## config.mk

```make
export PLATFORM = sky130hd
export DESIGN_NAME = program_subsystem_top
export DESIGN_NICKNAME = d
export VERILOG_FILES = /design/src/logic/pm_pkg.sv /design/src/logic/program_memory.sv /design/src/logic/memory_arbiter.sv /design/src/logic/program_loader.sv /design/src/logic/instruction_fetch.sv /design/src/logic/program_subsystem_top.sv
export VERILOG_INCLUDE_DIRS = /design/src /design/src/logic
export SDC_FILE = /design/constraint.sdc
export NUM_CORES = 2
export LEC_CHECK = 0
export BUFFER_PORTS_ARGS = -buffer_cell sky130_fd_sc_hd__buf_4
export CORE_MARGIN = 8
export CORE_UTILIZATION = 40
export CTS_BUF_LIST = sky130_fd_sc_hd__clkbuf_2
export CTS_CLUSTER_DIAMETER = 150
export DETAILED_ROUTE_END_ITERATION = 10
export HOLD_SLACK_MARGIN = 0.12
export SYNTH_ARGS = -nofsm -noshare
export SYNTH_HDL_FRONTEND = slang
export SYNTH_HIERARCHICAL = 1
export SYNTH_SLANG_ARGS = --single-unit
```

## constraint.sdc

```tcl
create_clock -name i_clk -period 15.5 [get_ports i_clk]
set_clock_uncertainty 0.2 [all_clocks]
set_input_delay 2.325 -clock i_clk [delete_from_list [all_inputs] [get_ports i_clk]]
set_output_delay 2.325 -clock i_clk [all_outputs]
set_load 0.005 [all_outputs]
```

## src/logic/pm_config.svh

```systemverilog
`ifndef PM_CONFIG_SVH
`define PM_CONFIG_SVH

////////////////////////////////////////////////////////////
// Program memory geometry
////////////////////////////////////////////////////////////

// Words in the program memory, kept small for quick runs
`define PM_DEPTH 64

// Address width, log2 of PM_DEPTH
`define PM_AW 6

// Instruction word width
`define PM_DW 32

// Width of the loader word counter, one extra bit to hold PM_DEPTH
`define PM_CW (`PM_AW + 1)

`endif

```

## src/logic/pm_pkg.sv

```systemverilog
`default_nettype none

`include "pm_config.svh"

package pm_pkg;

  ////////////////////////////////////////////////////////////
  // Memory port request
  ////////////////////////////////////////////////////////////

  typedef struct packed {
    logic              req;    // Request strobe this cycle
    logic              we;     // 1 write, 0 read
    logic [`PM_AW-1:0] addr;   // Word address
    logic [`PM_DW-1:0] wdata;  // Write data, don't care on reads
  } pm_req_t;

  // Idle port, nothing requested
  localparam pm_req_t PM_REQ_IDLE = '0;

  ////////////////////////////////////////////////////////////
  // Fetched instruction
  ////////////////////////////////////////////////////////////

  typedef struct packed {
    logic [`PM_AW-1:0] pc;     // Address the word was read from
    logic [`PM_DW-1:0] instr;  // Instruction word
  } fetch_word_t;

endpackage

`default_nettype wire

```

## src/logic/program_memory.sv

```systemverilog
`timescale 1ns/1ps
`default_nettype none

`include "pm_config.svh"

module program_memory import pm_pkg::*; (
  input  wire logic              i_clk,
  input  wire logic              i_rsta,
  input  wire logic              i_clear,     // One-cycle pulse, starts the sweep
  input  wire pm_req_t           i_req,       // Single port request
  output logic [`PM_DW-1:0]      o_rdata,     // Second read stage
  output logic                   o_busy,      // Sweep in progress
  output logic                   o_overwrite  // Sticky, write hit a non-zero word
);

  localparam logic [`PM_AW-1:0] LAST_ADDR = `PM_AW'(`PM_DEPTH - 1);

  logic [`PM_DW-1:0] mem [`PM_DEPTH];  // Program storage
  logic [`PM_DW-1:0] rd_q;             // First read stage
  logic [`PM_AW-1:0] sweep_cnt;        // Address being zeroed
  logic              sweep_done;       // Last word of the sweep this cycle
  logic              wr_go;            // Accepted write
  logic              rd_go;            // Accepted read

  // Port is closed to requests while the sweep runs
  assign wr_go      = i_req.req &&  i_req.we && !o_busy;
  assign rd_go      = i_req.req && !i_req.we && !o_busy;
  assign sweep_done = o_busy && (sweep_cnt == LAST_ADDR);

  ////////////////////////////////////////////////////////////
  // Array write side
  ////////////////////////////////////////////////////////////

  always_ff @(posedge i_clk) begin
    if (o_busy) begin
      mem[sweep_cnt] <= '0;             // Sweep owns the port
    end else if (wr_go) begin
      mem[i_req.addr] <= i_req.wdata;
    end
  end

  ////////////////////////////////////////////////////////////
  // Read path, two stages
  ////////////////////////////////////////////////////////////

  // No-change mode: this stage only loads on reads
  always_ff @(posedge i_clk) begin
    if (rd_go) begin
      rd_q <= mem[i_req.addr];
    end
  end

  // Output register, cleared by reset like a BRAM output latch
  always_ff @(posedge i_clk) begin
    if (i_rsta) begin
      o_rdata <= '0;
    end else begin
      o_rdata <= rd_q;                  // Holds while rd_q holds
    end
  end

  ////////////////////////////////////////////////////////////
  // Clear sweep and overwrite flag
  ////////////////////////////////////////////////////////////

  always_ff @(posedge i_clk) begin
    if (i_rsta) begin
      o_busy    <= 1'b0;
      sweep_cnt <= '0;
    end else if (i_clear) begin
      o_busy    <= 1'b1;                // Busy from the next cycle on
      sweep_cnt <= '0;                  // Always starts at word 0
    end else if (o_busy) begin
      sweep_cnt <= sweep_cnt + 1'b1;
      if (sweep_done) begin
        o_busy <= 1'b0;                 // PM_DEPTH cycles, every word covered
      end
    end
  end

  always_ff @(posedge i_clk) begin
    if (i_rsta) begin
      o_overwrite <= 1'b0;
    end else if (sweep_done) begin
      o_overwrite <= 1'b0;              // Memory is all zero again
    end else if (wr_go && (mem[i_req.addr] != '0)) begin
      o_overwrite <= 1'b1;              // Old contents were live
    end
  end

  // Arbiter must keep the port quiet for the whole sweep
  a_no_req_while_busy: assert property (
    @(posedge i_clk) disable iff (i_rsta) o_busy |-> !i_req.req
  );

endmodule

`default_nettype wire

```

## src/logic/memory_arbiter.sv

```systemverilog
`timescale 1ns/1ps
`default_nettype none

`include "pm_config.svh"

module memory_arbiter import pm_pkg::*; (
  input  wire logic              i_clk,
  input  wire logic              i_rsta,
  input  wire pm_req_t           i_load_req,      // Loader write requests
  input  wire pm_req_t           i_fetch_req,     // Fetch read requests
  input  wire logic              i_busy,          // Memory sweeping
  input  wire logic [`PM_DW-1:0] i_rdata,         // Memory read data
  output pm_req_t                o_mem_req,       // Selected request
  output logic                   o_fetch_grant,   // Combinational grant level
  output logic                   o_fetch_rvalid,  // Fetch data returns now
  output logic [`PM_DW-1:0]      o_fetch_rdata
);

  logic       load_go;   // Loader forwarded this cycle
  logic [1:0] rd_fly;    // Fetch reads in flight with the older in bit 1

  ////////////////////////////////////////////////////////////
  // Fixed priority select
  ////////////////////////////////////////////////////////////

  assign load_go       = i_load_req.req && !i_busy;                    // Loader first
  assign o_fetch_grant = i_fetch_req.req && !i_busy && !i_load_req.req;

  always_comb begin
    if (load_go) begin
      o_mem_req = i_load_req;
    end else if (o_fetch_grant) begin
      o_mem_req = i_fetch_req;
    end else begin
      o_mem_req = PM_REQ_IDLE;          // Nothing goes out during a clear or an idle cycle
    end
  end

  ////////////////////////////////////////////////////////////
  // Read return tracking
  ////////////////////////////////////////////////////////////

  // Matches the two-stage memory read path
  always_ff @(posedge i_clk) begin
    if (i_rsta) begin
      rd_fly <= 2'b00;
    end else begin
      rd_fly <= {rd_fly[0], o_fetch_grant};
    end
  end

  assign o_fetch_rvalid = rd_fly[1];    // Loader writes never mark data
  assign o_fetch_rdata  = i_rdata;

  // Loader owns every forwarded write and fetch every forwarded read
  a_one_owner: assert property (
    @(posedge i_clk) disable iff (i_rsta)
      o_mem_req.req |-> (o_mem_req.we == load_go)
  );

  // Loader side only ever writes
  a_load_is_write: assert property (
    @(posedge i_clk) disable iff (i_rsta) i_load_req.req |-> i_load_req.we
  );

endmodule

`default_nettype wire

```

## src/logic/program_loader.sv

```systemverilog
`timescale 1ns/1ps
`default_nettype none

`include "pm_config.svh"

module program_loader import pm_pkg::*; (
  input  wire logic              i_clk,
  input  wire logic              i_rsta,
  input  wire logic              i_load_start,  // Restart at word 0
  input  wire logic              i_load_valid,  // One word offered
  input  wire logic [`PM_DW-1:0] i_load_word,
  input  wire logic              i_busy,        // Memory clearing, words dropped
  output pm_req_t                o_req,         // Write request to the arbiter
  output logic [`PM_CW-1:0]      o_load_count,  // Words accepted
  output logic                   o_load_full
);

  localparam logic [`PM_CW-1:0] FULL_COUNT = `PM_CW'(`PM_DEPTH);

  logic              accept;     // Word taken this cycle
  logic              req_q;      // Write strobe, one cycle after the word
  logic [`PM_AW-1:0] addr_q;     // Target address
  logic [`PM_DW-1:0] data_q;     // Target word

  assign o_load_full = (o_load_count == FULL_COUNT);
  assign accept      = i_load_valid && !o_load_full && !i_busy;

  ////////////////////////////////////////////////////////////
  // Word counter
  ////////////////////////////////////////////////////////////

  always_ff @(posedge i_clk) begin
    if (i_rsta || i_load_start) begin
      o_load_count <= '0;
    end else if (accept) begin
      o_load_count <= o_load_count + 1'b1;  // Saturates through o_load_full
    end
  end

  ////////////////////////////////////////////////////////////
  // Write request register
  ////////////////////////////////////////////////////////////

  always_ff @(posedge i_clk) begin
    if (i_rsta) begin
      req_q <= 1'b0;
    end else begin
      req_q <= accept && !i_load_start;     // Start wins over a word
    end
  end

  always_ff @(posedge i_clk) begin
    if (accept) begin
      addr_q <= o_load_count[`PM_AW-1:0];   // Next free word
      data_q <= i_load_word;
    end
  end

  assign o_req = '{req: req_q, we: 1'b1, addr: addr_q, wdata: data_q};

endmodule

`default_nettype wire

```

## src/logic/instruction_fetch.sv

```systemverilog
`timescale 1ns/1ps
`default_nettype none

`include "pm_config.svh"

module instruction_fetch import pm_pkg::*; (
  input  wire logic              i_clk,
  input  wire logic              i_rsta,
  input  wire logic              i_run,          // Core running
  input  wire logic              i_grant,        // Read accepted this cycle
  input  wire logic              i_rvalid,       // Read data returns
  input  wire logic [`PM_DW-1:0] i_rdata,
  output pm_req_t                o_req,          // Read request, held until granted
  output fetch_word_t            o_instr,        // Word tagged with its address
  output logic                   o_instr_valid
);

  logic [`PM_AW-1:0] pc_q;     // Next word to read
  logic [`PM_AW-1:0] pc_d1;    // PC one cycle back
  logic [`PM_AW-1:0] pc_d2;    // PC two cycles back, lines up with i_rdata
  logic [1:0]        gnt_q;    // Own record of grants
  logic              fetch_go; // Read accepted

  assign o_req    = '{req: i_run, we: 1'b0, addr: pc_q, wdata: '0};
  assign fetch_go = o_req.req && i_grant;

  ////////////////////////////////////////////////////////////
  // Program counter
  ////////////////////////////////////////////////////////////

  always_ff @(posedge i_clk) begin
    if (i_rsta) begin
      pc_q <= '0;
    end else if (!i_run) begin
      pc_q <= '0;                  // Stopped core restarts at 0
    end else if (fetch_go) begin
      pc_q <= pc_q + 1'b1;         // Wraps at PM_DEPTH
    end
  end

  ////////////////////////////////////////////////////////////
  // Latency match
  ////////////////////////////////////////////////////////////

  // Every cycle, the granted PC is picked out by i_rvalid
  always_ff @(posedge i_clk) begin
    pc_d1 <= pc_q;
    pc_d2 <= pc_d1;
  end

  always_ff @(posedge i_clk) begin
    if (i_rsta) begin
      gnt_q <= 2'b00;
    end else begin
      gnt_q <= {gnt_q[0], fetch_go};
    end
  end

  // Reads in flight still come back after i_run drops
  assign o_instr       = '{pc: pc_d2, instr: i_rdata};
  assign o_instr_valid = i_rvalid;

  // Return strobe from the arbiter lines up with our own grant two cycles back
  a_rvalid_matches_grant: assert property (
    @(posedge i_clk) disable iff (i_rsta) i_rvalid == gnt_q[1]
  );

endmodule

`default_nettype wire

```

## src/logic/program_subsystem_top.sv

```systemverilog
`timescale 1ns/1ps
`default_nettype none

`include "pm_config.svh"

module program_subsystem_top import pm_pkg::*; (
  input  wire logic              i_clk,
  input  wire logic              i_rsta,
  input  wire logic              i_clear,        // Zero the whole memory
  input  wire logic              i_load_start,
  input  wire logic              i_load_valid,
  input  wire logic [`PM_DW-1:0] i_load_word,
  input  wire logic              i_run,
  output logic                   o_busy,
  output logic                   o_overwrite,
  output fetch_word_t            o_instr,
  output logic                   o_instr_valid,
  output logic [`PM_CW-1:0]      o_load_count,
  output logic                   o_load_full
);

  pm_req_t           load_req;       // Loader to arbiter
  pm_req_t           fetch_req;      // Fetch to arbiter
  pm_req_t           mem_req;        // Arbiter to memory
  logic [`PM_DW-1:0] mem_rdata;
  logic              fetch_grant;
  logic              fetch_rvalid;
  logic [`PM_DW-1:0] fetch_rdata;

  ////////////////////////////////////////////////////////////
  // Requesters
  ////////////////////////////////////////////////////////////

  program_loader program_loader_i (
    .i_clk        (i_clk),
    .i_rsta       (i_rsta),
    .i_load_start (i_load_start),
    .i_load_valid (i_load_valid),
    .i_load_word  (i_load_word),
    .i_busy       (o_busy),
    .o_req        (load_req),
    .o_load_count (o_load_count),
    .o_load_full  (o_load_full)
  );

  instruction_fetch instruction_fetch_i (
    .i_clk         (i_clk),
    .i_rsta        (i_rsta),
    .i_run         (i_run),
    .i_grant       (fetch_grant),
    .i_rvalid      (fetch_rvalid),
    .i_rdata       (fetch_rdata),
    .o_req         (fetch_req),
    .o_instr       (o_instr),
    .o_instr_valid (o_instr_valid)
  );

  ////////////////////////////////////////////////////////////
  // Shared port
  ////////////////////////////////////////////////////////////

  memory_arbiter memory_arbiter_i (
    .i_clk          (i_clk),
    .i_rsta         (i_rsta),
    .i_load_req     (load_req),
    .i_fetch_req    (fetch_req),
    .i_busy         (o_busy),
    .i_rdata        (mem_rdata),
    .o_mem_req      (mem_req),
    .o_fetch_grant  (fetch_grant),
    .o_fetch_rvalid (fetch_rvalid),
    .o_fetch_rdata  (fetch_rdata)
  );

  program_memory program_memory_i (
    .i_clk       (i_clk),
    .i_rsta      (i_rsta),
    .i_clear     (i_clear),
    .i_req       (mem_req),
    .o_rdata     (mem_rdata),
    .o_busy      (o_busy),
    .o_overwrite (o_overwrite)
  );

endmodule

`default_nettype wire

```

==> out/qor.yml <==
grt-ovfl-total: 0
postSynth.asyncResetShare_pct: 0
cp_max_fo: 72
cp.arrival_ns: 8.74
ctsLongestPathBuffers: 4
avgSynthCellArea_um2: 21.19
vias: 44440
htreeDepth: 6
multiInputGateArea_mm2: 0.01812
post_cts_buffers: 0
fillers: 18200
fin_tns_setup_ns: 0
ios: 87
core_mm2: 0.2096
cts_resized: 0
crit_buf_inv: 4
grt_max_degree: 105
crit_top_cell: "buf_4"
drv_slew: 0
drt_iter0_drc: 5609
synth_edf_count: 2118
hold_path.class: "flop to flop"
fin_crit_sh_pct: 47.17
p_leak_nw: 28.79
via_per_inst: 5.804
crit_family: "simple AND/OR/NAND/NOR gates"
nets: 4524
slew_headroom_pct: 0.1822
die_y_um: 475.2
rsz0062_at_grt: "false"
final_common_cell: "edfxtp_1"
finalCriticalPeriod_ns: 7.311
io_buffers: 86
utilization_pct: 44.44
routabilityCongestion: 0.8934
grt_pass1_vias: 45020
worstPathCellList: "buf_4, nor2b_4, a32o_4, buf_12, buf_4, buf_4, mux4_2, a22oi_1, a21oi_1, or4_4, nor4_2, nand2_1, nor4_1, a31oi_1"
layout-drive-gt1-share_pct: 35.45
powerDensity_mw_per_mm2: 112.5
clock_latency_ns: 1.79
fp.dieW_um: 475.2
drv_cap: 1
ys.flop_type: "edfxtp_1"
cp_data_required_time_ns: 16.92
r2r_slack_ns: 8.31
cp-end-kind: "flop"
ys_ff_latch: 2186
dr.pass1.iters: 5
critPathMaxStageDelay_ns: 0.75
dpl.hpwl_um: 131100
hold_viol: 0
max_freq_mhz: 136.8
syn-instance-count: 3980
syn_to_final_growth_pct: 10.42
cts.sink_count: 2186
tightest_slew_ns: 1.494
path_class: "input port to flop"
drc: 0
violations: "capacitance limit"
setup_ws_ns: 8.189
track_usage_pct: 21.17
setup_viol: 0
clk_pin_slew_ns: 0.10
start_util_pct: 40.25
postCtsHoldBufs: 0
place_ws_ns: 6.422
status: "complete, but fails checks"
yosysUniqueCellTypes: 74
rows: 168
clockRootBuffer: "clkbuf_2"
die-area_mm2: 0.2258
yosysWarnings: 6
synth_seq_area_share_pct: 77.02
cts_inserted_buffers: 557
ant_nets: 0
antenna_found_initial: 20
crit_slowest_cell: "nor2b_4"
grt_pass1_wl_um: 339200
wirelength_um: 243300
seqCellArea_mm2: 0.06496
wl_per_cell_um: 31.78
finalPower_mw: 10.48
crit_path_start_kind: "input port"
tritoncts: "built"
syn_area_mm2: 0.08434
layout_common_cells: "edfxtp_1 (2118), clkbuf_2 (815), mux4_2 (483)"
ir_drop_mv: 0.06804
metal layers:
layer | GRT usage [%] | up-vias | routed length, um
met5 | 0 | - | 0
met4 | 8.270 | 0 | 9032
met3 | 5.637 | 433 | 25180
met2 | 33.46 | 2568 | 115300
met1 | 28.22 | 23650 | 93820
li1 | - | 17790 | -
worst paths after layout:
check | start | end | cells after the start
worst max register to register | program_memory_i/o_busy | program_memory_i/o_overwrite | 14
worst max-delay path | i_run | program_memory_i/o_overwrite | 14
worst min-delay path | instruction_fetch_i/pc_d1[1] | instruction_fetch_i/pc_d2[1] | 0
worst min register to register | instruction_fetch_i/pc_d1[1] | instruction_fetch_i/pc_d2[1] | 0
final cells by class:
type / count / area share, %
inverters: 14 / 0.05777
clock inverters: 103 / 0.5992
repair buffers: 232 / 1.951
clock buffers: 815 / 4.380
well taps: 2805 / 3.768
flip-flops and latches: 2186 / 69.75
multi-input cells: 1491 / 19.46
diodes: 11 / 0.02956
synth_stat cells (8+ instances only):
library cell,number,area [um^2]
a211oi_1,27,202.7
a21oi_1,78,390.4
a221oi_1,14,122.6
a22oi_1,89,668.1
a31oi_1,16,100.1
a32o_1,40,400.4
and2_1,43,269.0
and3_1,11,68.82
buf_1,25,93.84
buf_2,66,330.3
buf_4,127,953.4
buf_6,24,270.3
clkbuf_1,76,285.3
dfxtp_1,68,1361
edfxtp_1,2118,63600
inv_1,10,37.54
mux2_2,18,202.7
mux2i_1,114,1141
mux4_2,483,10880
nand2_1,116,435.4
nand2b_1,8,50.05
nand3_1,31,155.2
nand4_1,8,50.05
nor2_1,112,420.4
nor2b_1,55,344.1
nor3_1,15,75.07
o21ai_0,29,145.1
o221ai_1,13,113.9
o22ai_1,23,143.9
or3_1,10,62.56
or4_1,9,67.56
registers in the layout, indices dropped and copies added, names as in the netlist:
register                       count
program_loader_i/addr_q            6
program_loader_i/data_q           32
instruction_fetch_i/pc_d1          6
memory_arbiter_i/rd_fly            2
program_loader_i/req_q             1
program_memory_i/o_overwrite       1
program_memory_i/sweep_cnt         6
program_memory_i/rd_q             32
instruction_fetch_i/pc_q           6
program_loader_i/o_load_count      7
program_memory_i/o_rdata          32
instruction_fetch_i/pc_d2          6
program_memory_i/o_busy            1
program_memory_i/mem            2048
kinds of logic (layout without fill, tap and decap cells):
group                    Yosys count  after routing  synth area share [%]
XOR/XNOR                           8              8               0.08308
buffers and inverters            335           1164                 2.425
flip-flops                      2186           2186                 77.02
AND/OR/NAND/NOR                  444            444                 2.626
AO/OA/AOI/OAI                    386            386                 3.287
other                              2             45              0.008904
multiplexers                     615            615                 14.49
adder cells (fa/ha/maj)            4              4               0.05934
stage by stage:
step	cell area, um^2	cells	hold slack (ns)
after floorplan	84460	4012	0.1096
final	93130	7657	0.1345
after global placement	88470	6728	0.1211
after global routing	93110	7649	0.1362
after CTS	93100	7646	0.1306
after detailed placement	88470	6728	0.1121
where the power goes:
group | switching (mW) | internal [mW]
Combinational | 0.193 | 0.112
Sequential | 0.0166 | 6.42
Clock | 2.25 | 1.48
Total | 2.46 | 8.02
Note: power is estimated with default switching activity, not from simulation.
